**src/rtl/cl_irq_pkg.sv**
```systemverilog
`default_nettype none

/*
 Shared constants of the interrupt test design
 Data widths, host address map, configuration offsets and response codes
*/
package cl_irq_pkg;

   // Bus widths
   localparam DATA_W     = 32;
   localparam ADDR_W     = 32;
   localparam CFG_ADDR_W = 8;
   localparam NUM_IRQ    = 16;

   // Value returned by the identification register
   localparam [DATA_W-1:0] CL_ID_VALUE = 32'hF000_1D0F;

   // ------------------------------
   // Host address map
   // ------------------------------
   localparam [ADDR_W-1:0] ADDR_ID      = 32'h0000_0000;
   localparam [ADDR_W-1:0] ADDR_SCRATCH = 32'h0000_0008;
   // Address bit that steers an access onto the configuration bus
   localparam CFG_WINDOW_BIT = 12;

   // Interrupt block offsets on the configuration bus
   localparam [CFG_ADDR_W-1:0] CFG_TRIGGER   = 8'h00;
   localparam [CFG_ADDR_W-1:0] CFG_PENDING   = 8'h04;
   localparam [CFG_ADDR_W-1:0] CFG_ACK_COUNT = 8'h08;

   // Read data for holes in the map
   localparam [DATA_W-1:0] UNMAPPED_RDATA = 32'hDEAD_DEAD;

   // Host response codes
   localparam [1:0] RESP_OKAY   = 2'b00;
   localparam [1:0] RESP_SLVERR = 2'b10;

endpackage

`default_nettype wire

```
**src/rtl/rst_slc_pipe.sv**
```systemverilog
`default_nettype none

/*
 Reset slice pipe
 One common synchronised reset, then a delayed copy per block
*/
module rst_slc_pipe #(
   parameter RST_STAGES = 4
)
(
   input  wire  clk,
   input  wire  pipe_rst_n,
   output logic ocl_rst_n,
   output logic int_rst_n
);

   logic                  sync_rst_n;
   logic [RST_STAGES-1:0] ocl_slc;
   logic [RST_STAGES-1:0] int_slc;

   // Assertion clears every flop on the next edge
   // Release ripples through the slices one stage per cycle
   always_ff @(posedge clk)
   begin
      if (!pipe_rst_n)
      begin
         sync_rst_n <= 1'b0;
         ocl_slc    <= '0;
         int_slc    <= '0;
      end
      else
      begin
         sync_rst_n <= 1'b1;
         ocl_slc[0] <= sync_rst_n;
         int_slc[0] <= sync_rst_n;
         for (int i = 1; i < RST_STAGES; i++)
         begin
            ocl_slc[i] <= ocl_slc[i-1];
            int_slc[i] <= int_slc[i-1];
         end
      end
   end

   assign ocl_rst_n = ocl_slc[RST_STAGES-1];
   assign int_rst_n = int_slc[RST_STAGES-1];

endmodule

`default_nettype wire

```
**src/rtl/cfg_stage_pipe.sv**
```systemverilog
`default_nettype none

/*
 Configuration bus stage pipe
 Fixed latency register chain with no back-pressure
*/
module cfg_stage_pipe #(
   parameter WIDTH      = 1,
   parameter CFG_STAGES = 4
)
(
   input  wire              clk,
   input  wire              rst_n,
   input  wire  [WIDTH-1:0] in_bus,
   output logic [WIDTH-1:0] out_bus
);

   logic [WIDTH-1:0] stage [0:CFG_STAGES-1];

   // Every stage is cleared so no stray request or ack leaves reset
   always_ff @(posedge clk)
   begin
      if (!rst_n)
      begin
         for (int i = 0; i < CFG_STAGES; i++)
            stage[i] <= '0;
      end
      else
      begin
         stage[0] <= in_bus;
         // One item may enter per cycle
         for (int i = 1; i < CFG_STAGES; i++)
            stage[i] <= stage[i-1];
      end
   end

   assign out_bus = stage[CFG_STAGES-1];

endmodule

`default_nettype wire

```
**src/rtl/ocl_slv.sv**
```systemverilog
`default_nettype none

/*
 OCL register slave
 Serves one host access at a time from local registers or forwards it
 onto the configuration bus, and answers the function-level reset
*/
module ocl_slv
   import cl_irq_pkg::*;
(
   input  wire                   clk,
   input  wire                   rst_n,
   input  wire                   flr_assert,
   output logic                  flr_done,
   // Host port
   input  wire                   aw_valid,
   input  wire  [ADDR_W-1:0]     aw_addr,
   output logic                  aw_ready,
   input  wire                   w_valid,
   input  wire  [DATA_W-1:0]     w_data,
   input  wire  [DATA_W/8-1:0]   w_strb,
   output logic                  w_ready,
   output logic                  b_valid,
   output logic [1:0]            b_resp,
   input  wire                   b_ready,
   input  wire                   ar_valid,
   input  wire  [ADDR_W-1:0]     ar_addr,
   output logic                  ar_ready,
   output logic                  r_valid,
   output logic [DATA_W-1:0]     r_data,
   output logic [1:0]            r_resp,
   input  wire                   r_ready,
   // Configuration bus master
   output logic                  cfg_wr,
   output logic                  cfg_rd,
   output logic [CFG_ADDR_W-1:0] cfg_addr,
   output logic [DATA_W-1:0]     cfg_wdata,
   input  wire                   cfg_ack,
   input  wire  [DATA_W-1:0]     cfg_rdata
);

   localparam [2:0] ST_IDLE   = 3'd0;
   localparam [2:0] ST_ADDR   = 3'd1;
   localparam [2:0] ST_DECODE = 3'd2;
   localparam [2:0] ST_LOCAL  = 3'd3;
   localparam [2:0] ST_CFG    = 3'd4;
   localparam [2:0] ST_RESP   = 3'd5;

   logic [2:0]          state;
   logic                is_write;
   logic [ADDR_W-1:0]   addr_q;
   logic [DATA_W-1:0]   wdata_q;
   logic [DATA_W/8-1:0] wstrb_q;
   logic [DATA_W-1:0]   scratch;
   logic                flr_q;
   logic                is_cfg;
   logic                is_id;
   logic                is_scratch;

   // Address decode, window bit first
   assign is_cfg     = addr_q[CFG_WINDOW_BIT];
   assign is_id      = !is_cfg && (addr_q == ADDR_ID);
   assign is_scratch = !is_cfg && (addr_q == ADDR_SCRATCH);

   // ------------------------------
   // Access FSM
   // ------------------------------
   always_ff @(posedge clk)
   begin
      if (!rst_n)
      begin
         state    <= ST_IDLE;
         is_write <= 1'b0;
         aw_ready <= 1'b0;
         w_ready  <= 1'b0;
         ar_ready <= 1'b0;
         b_valid  <= 1'b0;
         r_valid  <= 1'b0;
         cfg_wr   <= 1'b0;
         cfg_rd   <= 1'b0;
      end
      else
      begin
         // Requests are single-cycle pulses
         cfg_wr <= 1'b0;
         cfg_rd <= 1'b0;
         case (state)
            ST_IDLE:
            begin
               // A write needs address and data together and wins over a read
               if (aw_valid && w_valid)
               begin
                  aw_ready <= 1'b1;
                  w_ready  <= 1'b1;
                  is_write <= 1'b1;
                  state    <= ST_ADDR;
               end
               else if (ar_valid)
               begin
                  ar_ready <= 1'b1;
                  is_write <= 1'b0;
                  state    <= ST_ADDR;
               end
            end
            ST_ADDR:
            begin
               // Handshake completes here, valids are held by the host
               aw_ready <= 1'b0;
               w_ready  <= 1'b0;
               ar_ready <= 1'b0;
               state    <= ST_DECODE;
            end
            ST_DECODE:
            begin
               if (is_cfg)
               begin
                  cfg_wr <= is_write;
                  cfg_rd <= !is_write;
                  state  <= ST_CFG;
               end
               else
                  state <= ST_LOCAL;
            end
            ST_LOCAL:
            begin
               b_valid <= is_write;
               r_valid <= !is_write;
               state   <= ST_RESP;
            end
            ST_CFG:
            begin
               // Only one request outstanding, so any ack is ours
               if (cfg_ack)
               begin
                  b_valid <= is_write;
                  r_valid <= !is_write;
                  state   <= ST_RESP;
               end
            end
            ST_RESP:
            begin
               if ((b_valid && b_ready) || (r_valid && r_ready))
               begin
                  b_valid <= 1'b0;
                  r_valid <= 1'b0;
                  state   <= ST_IDLE;
               end
            end
            default:
               state <= ST_IDLE;
         endcase
      end
   end

   // Captured access and response payload
   always_ff @(posedge clk)
   begin
      if (state == ST_ADDR)
      begin
         addr_q  <= is_write ? aw_addr : ar_addr;
         wdata_q <= w_data;
         wstrb_q <= w_strb;
      end
      if (state == ST_DECODE)
      begin
         cfg_addr  <= addr_q[CFG_ADDR_W-1:0];
         cfg_wdata <= wdata_q;
         b_resp    <= (is_cfg || is_id || is_scratch) ? RESP_OKAY : RESP_SLVERR;
         r_resp    <= (is_cfg || is_id || is_scratch) ? RESP_OKAY : RESP_SLVERR;
         if (is_id)
            r_data <= CL_ID_VALUE;
         else if (is_scratch)
            r_data <= scratch;
         else
            r_data <= UNMAPPED_RDATA;
      end
      // Window reads take their data from the response path
      if ((state == ST_CFG) && cfg_ack)
         r_data <= cfg_rdata;
   end

   // ------------------------------
   // Scratch register and FLR
   // ------------------------------
   always_ff @(posedge clk)
   begin
      if (!rst_n || flr_q)
         scratch <= '0;
      else if ((state == ST_DECODE) && is_write && is_scratch)
      begin
         for (int i = 0; i < DATA_W/8; i++)
         begin
            if (wstrb_q[i])
               scratch[8*i +: 8] <= wdata_q[8*i +: 8];
         end
      end
   end

   // Done follows the registered FLR, every other cycle if it stays high
   always_ff @(posedge clk)
   begin
      if (!rst_n)
      begin
         flr_q    <= 1'b0;
         flr_done <= 1'b0;
      end
      else
      begin
         flr_q    <= flr_assert;
         flr_done <= flr_q && !flr_done;
      end
   end

endmodule

`default_nettype wire

```
**src/rtl/int_slv.sv**
```systemverilog
`default_nettype none

/*
 Interrupt test block
 Raises interrupt requests on command over the configuration bus
 and counts the acknowledges from the host
*/
module int_slv
   import cl_irq_pkg::*;
(
   input  wire                   clk,
   input  wire                   rst_n,
   // Configuration bus slave
   input  wire                   cfg_wr,
   input  wire                   cfg_rd,
   input  wire  [CFG_ADDR_W-1:0] cfg_addr,
   input  wire  [DATA_W-1:0]     cfg_wdata,
   output logic                  cfg_ack,
   output logic [DATA_W-1:0]     cfg_rdata,
   // Interrupt lines
   output logic [NUM_IRQ-1:0]    irq_req,
   input  wire  [NUM_IRQ-1:0]    irq_ack
);

   logic [DATA_W-1:0] ack_count;

   // Number of ack bits set in one cycle
   function automatic logic [DATA_W-1:0] count_acks(input logic [NUM_IRQ-1:0] acks);
      logic [DATA_W-1:0] n;
      n = '0;
      for (int i = 0; i < NUM_IRQ; i++)
         n = n + acks[i];
      return n;
   endfunction

   // ------------------------------
   // Pending vector and counter
   // ------------------------------
   always_ff @(posedge clk)
   begin
      if (!rst_n)
      begin
         irq_req   <= '0;
         ack_count <= '0;
      end
      else
      begin
         // Ack drops its bit on the next edge, a trigger sets new ones
         if (cfg_wr && (cfg_addr == CFG_TRIGGER))
            irq_req <= (irq_req & ~irq_ack) | cfg_wdata[NUM_IRQ-1:0];
         else
            irq_req <= irq_req & ~irq_ack;

         // Clearing keeps the acks of the same cycle
         if (cfg_wr && (cfg_addr == CFG_ACK_COUNT))
            ack_count <= count_acks(irq_ack);
         else
            ack_count <= ack_count + count_acks(irq_ack);
      end
   end

   // Every request earns exactly one ack, one cycle later
   always_ff @(posedge clk)
   begin
      if (!rst_n)
         cfg_ack <= 1'b0;
      else
         cfg_ack <= cfg_wr || cfg_rd;
   end

   // Read data, unknown offsets return zero
   always_ff @(posedge clk)
   begin
      if (cfg_rd)
      begin
         case (cfg_addr)
            CFG_PENDING:   cfg_rdata <= {{(DATA_W-NUM_IRQ){1'b0}}, irq_req};
            CFG_ACK_COUNT: cfg_rdata <= ack_count;
            default:       cfg_rdata <= '0;
         endcase
      end
   end

endmodule

`default_nettype wire

```
**src/rtl/cl_irq_top.sv**
```systemverilog
`default_nettype none

/*
 Interrupt test top level
 Reset slices, OCL register slave, pipelined configuration bus
 and the interrupt test block
*/
module cl_irq_top
   import cl_irq_pkg::*;
#(
   parameter RST_STAGES = 4,
   parameter CFG_STAGES = 4
)
(
   input  wire                  clk_main_a0,
   input  wire                  pipe_rst_n,
   input  wire                  flr_assert,
   output wire                  flr_done,
   // Host port
   input  wire                  aw_valid,
   input  wire [ADDR_W-1:0]     aw_addr,
   output wire                  aw_ready,
   input  wire                  w_valid,
   input  wire [DATA_W-1:0]     w_data,
   input  wire [DATA_W/8-1:0]   w_strb,
   output wire                  w_ready,
   output wire                  b_valid,
   output wire [1:0]            b_resp,
   input  wire                  b_ready,
   input  wire                  ar_valid,
   input  wire [ADDR_W-1:0]     ar_addr,
   output wire                  ar_ready,
   output wire                  r_valid,
   output wire [DATA_W-1:0]     r_data,
   output wire [1:0]            r_resp,
   input  wire                  r_ready,
   // Interrupt lines
   output wire [NUM_IRQ-1:0]    irq_req,
   input  wire [NUM_IRQ-1:0]    irq_ack
);

   // Pipe widths: wr, rd, addr, wdata / ack, rdata
   localparam REQ_W = 2 + CFG_ADDR_W + DATA_W;
   localparam RSP_W = 1 + DATA_W;

   wire                  ocl_rst_n;
   wire                  int_rst_n;

   // Config bus, slave side
   wire                  ocl_cfg_wr;
   wire                  ocl_cfg_rd;
   wire [CFG_ADDR_W-1:0] ocl_cfg_addr;
   wire [DATA_W-1:0]     ocl_cfg_wdata;
   wire                  ocl_cfg_ack;
   wire [DATA_W-1:0]     ocl_cfg_rdata;
   // Config bus, interrupt block side
   wire                  int_cfg_wr;
   wire                  int_cfg_rd;
   wire [CFG_ADDR_W-1:0] int_cfg_addr;
   wire [DATA_W-1:0]     int_cfg_wdata;
   wire                  int_cfg_ack;
   wire [DATA_W-1:0]     int_cfg_rdata;

   rst_slc_pipe #(.RST_STAGES(RST_STAGES)) rst_slc (
      .clk        (clk_main_a0),
      .pipe_rst_n (pipe_rst_n),
      .ocl_rst_n  (ocl_rst_n),
      .int_rst_n  (int_rst_n)
   );

   ocl_slv ocl (
      .clk        (clk_main_a0),
      .rst_n      (ocl_rst_n),
      .flr_assert (flr_assert),
      .flr_done   (flr_done),
      .aw_valid   (aw_valid),
      .aw_addr    (aw_addr),
      .aw_ready   (aw_ready),
      .w_valid    (w_valid),
      .w_data     (w_data),
      .w_strb     (w_strb),
      .w_ready    (w_ready),
      .b_valid    (b_valid),
      .b_resp     (b_resp),
      .b_ready    (b_ready),
      .ar_valid   (ar_valid),
      .ar_addr    (ar_addr),
      .ar_ready   (ar_ready),
      .r_valid    (r_valid),
      .r_data     (r_data),
      .r_resp     (r_resp),
      .r_ready    (r_ready),
      .cfg_wr     (ocl_cfg_wr),
      .cfg_rd     (ocl_cfg_rd),
      .cfg_addr   (ocl_cfg_addr),
      .cfg_wdata  (ocl_cfg_wdata),
      .cfg_ack    (ocl_cfg_ack),
      .cfg_rdata  (ocl_cfg_rdata)
   );

   // Request path toward the interrupt block
   cfg_stage_pipe #(.WIDTH(REQ_W), .CFG_STAGES(CFG_STAGES)) cfg_req_pipe (
      .clk     (clk_main_a0),
      .rst_n   (ocl_rst_n),
      .in_bus  ({ocl_cfg_wr, ocl_cfg_rd, ocl_cfg_addr, ocl_cfg_wdata}),
      .out_bus ({int_cfg_wr, int_cfg_rd, int_cfg_addr, int_cfg_wdata})
   );

   // Response path back to the slave
   cfg_stage_pipe #(.WIDTH(RSP_W), .CFG_STAGES(CFG_STAGES)) cfg_rsp_pipe (
      .clk     (clk_main_a0),
      .rst_n   (int_rst_n),
      .in_bus  ({int_cfg_ack, int_cfg_rdata}),
      .out_bus ({ocl_cfg_ack, ocl_cfg_rdata})
   );

   int_slv int_tst (
      .clk       (clk_main_a0),
      .rst_n     (int_rst_n),
      .cfg_wr    (int_cfg_wr),
      .cfg_rd    (int_cfg_rd),
      .cfg_addr  (int_cfg_addr),
      .cfg_wdata (int_cfg_wdata),
      .cfg_ack   (int_cfg_ack),
      .cfg_rdata (int_cfg_rdata),
      .irq_req   (irq_req),
      .irq_ack   (irq_ack)
   );

endmodule

`default_nettype wire

```
**config.mk**
```make
export PLATFORM = sky130hd
export DESIGN_NAME = cl_irq_top
export DESIGN_NICKNAME = d
export VERILOG_FILES = /design/src/rtl/cl_irq_pkg.sv /design/src/rtl/rst_slc_pipe.sv /design/src/rtl/cfg_stage_pipe.sv /design/src/rtl/ocl_slv.sv /design/src/rtl/int_slv.sv /design/src/rtl/cl_irq_top.sv
export SDC_FILE = /design/constraint.sdc
export NUM_CORES = 1
export LEC_CHECK = 0
export BUFFER_PORTS_ARGS = -buffer_cell sky130_fd_sc_hd__clkbuf_2
export CORE_MARGIN = 4
export CORE_UTILIZATION = 49
export DETAILED_ROUTE_END_ITERATION = 8
export PLACE_DENSITY = 0.68
export SLEW_MARGIN = 20
export SYNTH_ARGS = -nofsm -noshare
export SYNTH_HDL_FRONTEND = slang
export SYNTH_SLANG_ARGS = --single-unit
```
**constraint.sdc**
```tcl
create_clock -name clk_main_a0 -period 6.09 [get_ports clk_main_a0]
set_input_delay 0 -clock clk_main_a0 [delete_from_list [all_inputs] [get_ports clk_main_a0]]
set_output_delay 0 -clock clk_main_a0 [all_outputs]
set_load 0.01 [all_outputs]
```
==> summary.md <==
| Metric | Value |
|---|---|
| Starting density of the core | `49.8%` |
| TritonCTS Buffers | `48` |
| # rows | `67` |
| Ys Warns | `0` |
| PD cells | `325 mW/mm^2` |
| Clk buf depth | `3` |
| Drt pass-1 iters | `5` |
| Met3 usage | `3.62%` |
| Hold Crit Depth | `5` |
| H-tree depth | `2` |
| CTS sink count | `491` |
| Leading area contributor after synthesis | `dfxtp_1` |
| Met2 Use GR | `32.1%` |
| Core region area | `0.0337 mm^2` |
| Die area | `0.0373 mm^2` |
| DRC violations left | `0` |
| Post-synthesis mux area share | `4.05%` |
| Final setup violation count | `0` |
| Max Cap Viol | `0` |
| Vias in the first global route | `10500` |
| Post-synth ARST share | `0%` |
| Vias per cell | `4.96` |
| Sequential share of the synthesized area | `67.9%` |
| Distinct cells, synth | `58` |
| CTS tree | `built` |
| Grt ovf | `0` |
| Part of the cycle the worst path needs | `87.6%` |
| Peak supply drop | `0.214 mV` |
| Leakage Power | `8.14 nW` |
| Flop2flop setup slack | `2.99 ns` |
| FF+latch count, synth | `491` |
| First-pass GRT wire length | `54.7 mm` |
| Slew margin rel. | `26.5%` |
| FMAX | `187 MHz` |
| CP Capture Type | `register` |
| Mean routed wirelength per cell | `16.8 um` |
| Synth Area in Compound Gates | `5.72%` |
| Post-route ant nets | `0` |
| Run status | `completed` |
| Final WL | `34.7 mm` |
| Resize count post-CTS | `0` |
| Global routing usage on met1 | `23.7%` |
| Clk_skew | `0.0161 ns` |
| Crit start category | `input port` |
| Detail Placement HPWL | `22.3 mm` |
| Hold Fails Final Rpt | `0` |
| Clock transition at path regs | `0.06 ns` |
| Final min period | `5.34 ns` |
| Multi-input gate area | `0.00500 mm^2` |
| EDFF count, synth | `157` |
| Fin nets | `1723` |
| Fillers | `2596` |
| Syn-to-layout area delta | `25.0%` |
| Post-synth top area share | `39.8%` |
| RD Place Congestion | `0.795` |
| Io pins | `182` |
| Combinational family with the most area after synthesis | `simple AND/OR/NAND/NOR gates` |
| Die Span Y | `193 um` |
| Clock Latency Late Sink | `0.56 ns` |
| CP Max Fanout | `11` |
| Hold path startpoint | `b_ready` |
| Largest net degree at the start of global routing | `107` |
| Worst min-delay path category | `in2reg` |
| Post-Route Setup TNS | `0 ns` |
| Die Wd | `193 um` |
| Initial antenna violation count | `2` |
| Adder-cell area share of the yosys netlist | `2.13%` |
| Top_reg_cell synth | `dfxtp_1` |
| GRT busiest layer | `met2` |
| Root buffer cell | `clkbuf_16` |
| Critical Path AT | `5.79 ns` |
| Cells after synthesis | `1278` |
| Seq. cell area | `0.0114 mm^2` |
| Type of the worst setup path | `in2reg` |
| Simple-Gate Fraction of Synth Area | `16.3%` |
| PortBufs | `179` |
| Pre-CTS setup slack | `0.789 ns` |
| Gr usage total | `18.6%` |
| Via count | `10200` |
| Worst slew pin tran | `1.10 ns` |
| Worst Setup SP | `irq_ack[0]` |
| DRT iter0 DRCs | `459` |
| Final worst slack | `0.753 ns` |
| Synth Area in XOR/XNOR | `1.46%` |
| Synth top area cells | `dfxtp_1 (40%), edfxtp_1 (28%), and2_1 (9.7%), mux2_2 (2.1%), nor2_1 (2.0%)` |
| Final Max Tran Viols | `0` |
| Reg2Reg Launch Point | `ocl.addr_q[12]` |
| Worst-case reg-to-reg path depth | `5` |
| Avg Cell Area, Syn | `13.1 um^2` |
| Worst EP required | `6.54 ns` |
| Synthesized area | `0.0168 mm^2` |
| RSZ-0062 raised after global routing | `no` |
| Layout cell share with drive strength beyond 1 | `20.4%` |
cell usage after synthesis, drive strengths merged (4+ instances only):
cell type	count
dfxtp	334
and4	6
fa	11
xor2	11
buf	19
xnor2	17
nor4	9
mux2i	32
mux2	32
o221a	13
o22a	9
ha	11
and3	10
nand2b	4
a21oi	18
edfxtp	157
a211oi	7
o21ai	15
a22oi	16
nor2b	7
nand3	18
a22o	24
nor3	9
nand4	9
nand2	15
clkbuf	47
nor2	92
inv	32
o2111ai	4
and2	260
layout make-up:
cell class	count	area share, %
Tap cell	448	2.67
Sequential cell	491	54.4
Timing Repair Buffer	314	10.6
Clock inverter	15	0.978
Clock buffer	73	6.96
Inverter	32	0.572
Antenna cell	2	0.0239
Multi-Input combinational cell	690	23.9
where the power goes:
| group | internal (mW) | total (mW) | switching (mW) |
|---|---|---|---|
| combinational | 0.204 | 0.381 | 0.177 |
| clock | 1.87 | 3.05 | 1.18 |
| sequential | 3.37 | 3.38 | 0.00668 |
worst paths after layout:
kind / to
min reg2reg: cfg_rsp_pipe.stage[2][6]
max: int_tst.ack_count[30]
max reg2reg: ocl.r_data[23]
min: ocl.state[2]
flip-flops by register name, summed over array words and instances (netlist names), 16 cells and up:
| register | count |
|---|---|
| int_tst.cfg_rdata | 32 |
| cfg_rsp_pipe.stage | 132 |
| int_tst.ack_count | 32 |
| ocl.scratch | 32 |
| int_tst.irq_req | 16 |
| ocl.wdata_q | 32 |
| cfg_req_pipe.stage | 104 |
| ocl.r_data | 32 |
| ocl.cfg_wdata | 16 |
| ocl.addr_q | 32 |
what timing repair did:
item,4_1_cts,5_1_grt
setup buffers,0,0
endpoints found under the hold margin,95,0
endpoints found under the setup margin,0,0
hold buffers,125,0
worst max-delay path, stage by stage:
cell	delay [ns]
dlygate4sd3_1	0.53
clkbuf_2	0.12
ha_1	0.28
inv_1	0.07
fa_1	0.45
fa_1	0.50
fa_1	0.54
fa_1	0.43
fa_1	0.41
fa_1	0.42
nor2b_1	0.14
o21a_1	0.18
ha_1	0.22
nand3_1	0.12
o21bai_1	0.39
and2_1	0.31
or4_1	0.52
a21oi_1	0.15
placed cells by master, fill, tap and decap left out, drive strengths merged, types with 11 or more instances in the layout:
cell type / synthesis / final
dfxtp: 334 / 334
and2: 260 / 260
clkbuf: 47 / 252
edfxtp: 157 / 157
dlygate4sd3: 0 / 125
nor2: 92 / 92
inv: 32 / 33
mux2: 32 / 32
mux2i: 32 / 32
a22o: 24 / 24
a21oi: 18 / 18
nand3: 18 / 18
xnor2: 17 / 17
a22oi: 16 / 16
nand2: 15 / 15
o21ai: 15 / 15
o221a: 13 / 13
xor2: 11 / 11
fa: 11 / 11
ha: 11 / 11
metal layers:
metal,share of wire (%),vias to the layer above
met5,0,-
met4,2.8,0
met3,4.6,69
met2,50,221
met1,43,4973
li1,-,4977
logic make-up after synthesis:
kind of cell             Yosys count
flip-flops                       491
AND/OR/NAND/NOR                  449
AO/OA/AOI/OAI                    125
buffers and inverters             98
multiplexers                      64
XOR/XNOR                          28
adder cells (fa/ha/maj)           22
other                              1
through the flow:
| step | total power [mW] | hold WS [ns] | instances | util (%) | cell area, um^2 |
|---|---|---|---|---|---|
| 2_1_floorplan | 3.66 | 0.0277 | 1279 | - | 16800 |
| 5_1_grt | 7.07 | 0.0659 | 2065 | 62.3 | 21000 |
| 3_3_place_gp | 3.74 | 0.155 | 1850 | 53.6 | 18100 |
| 4_1_cts | 6.86 | 0.00941 | 2063 | 62.2 | 21000 |
| 3_5_place_dp | 3.76 | 0.156 | 1850 | 53.6 | 18100 |
| 6_report | 6.81 | 0.0239 | 2065 | 62.3 | 21000 |
Power figures use the tool's default switching activity.
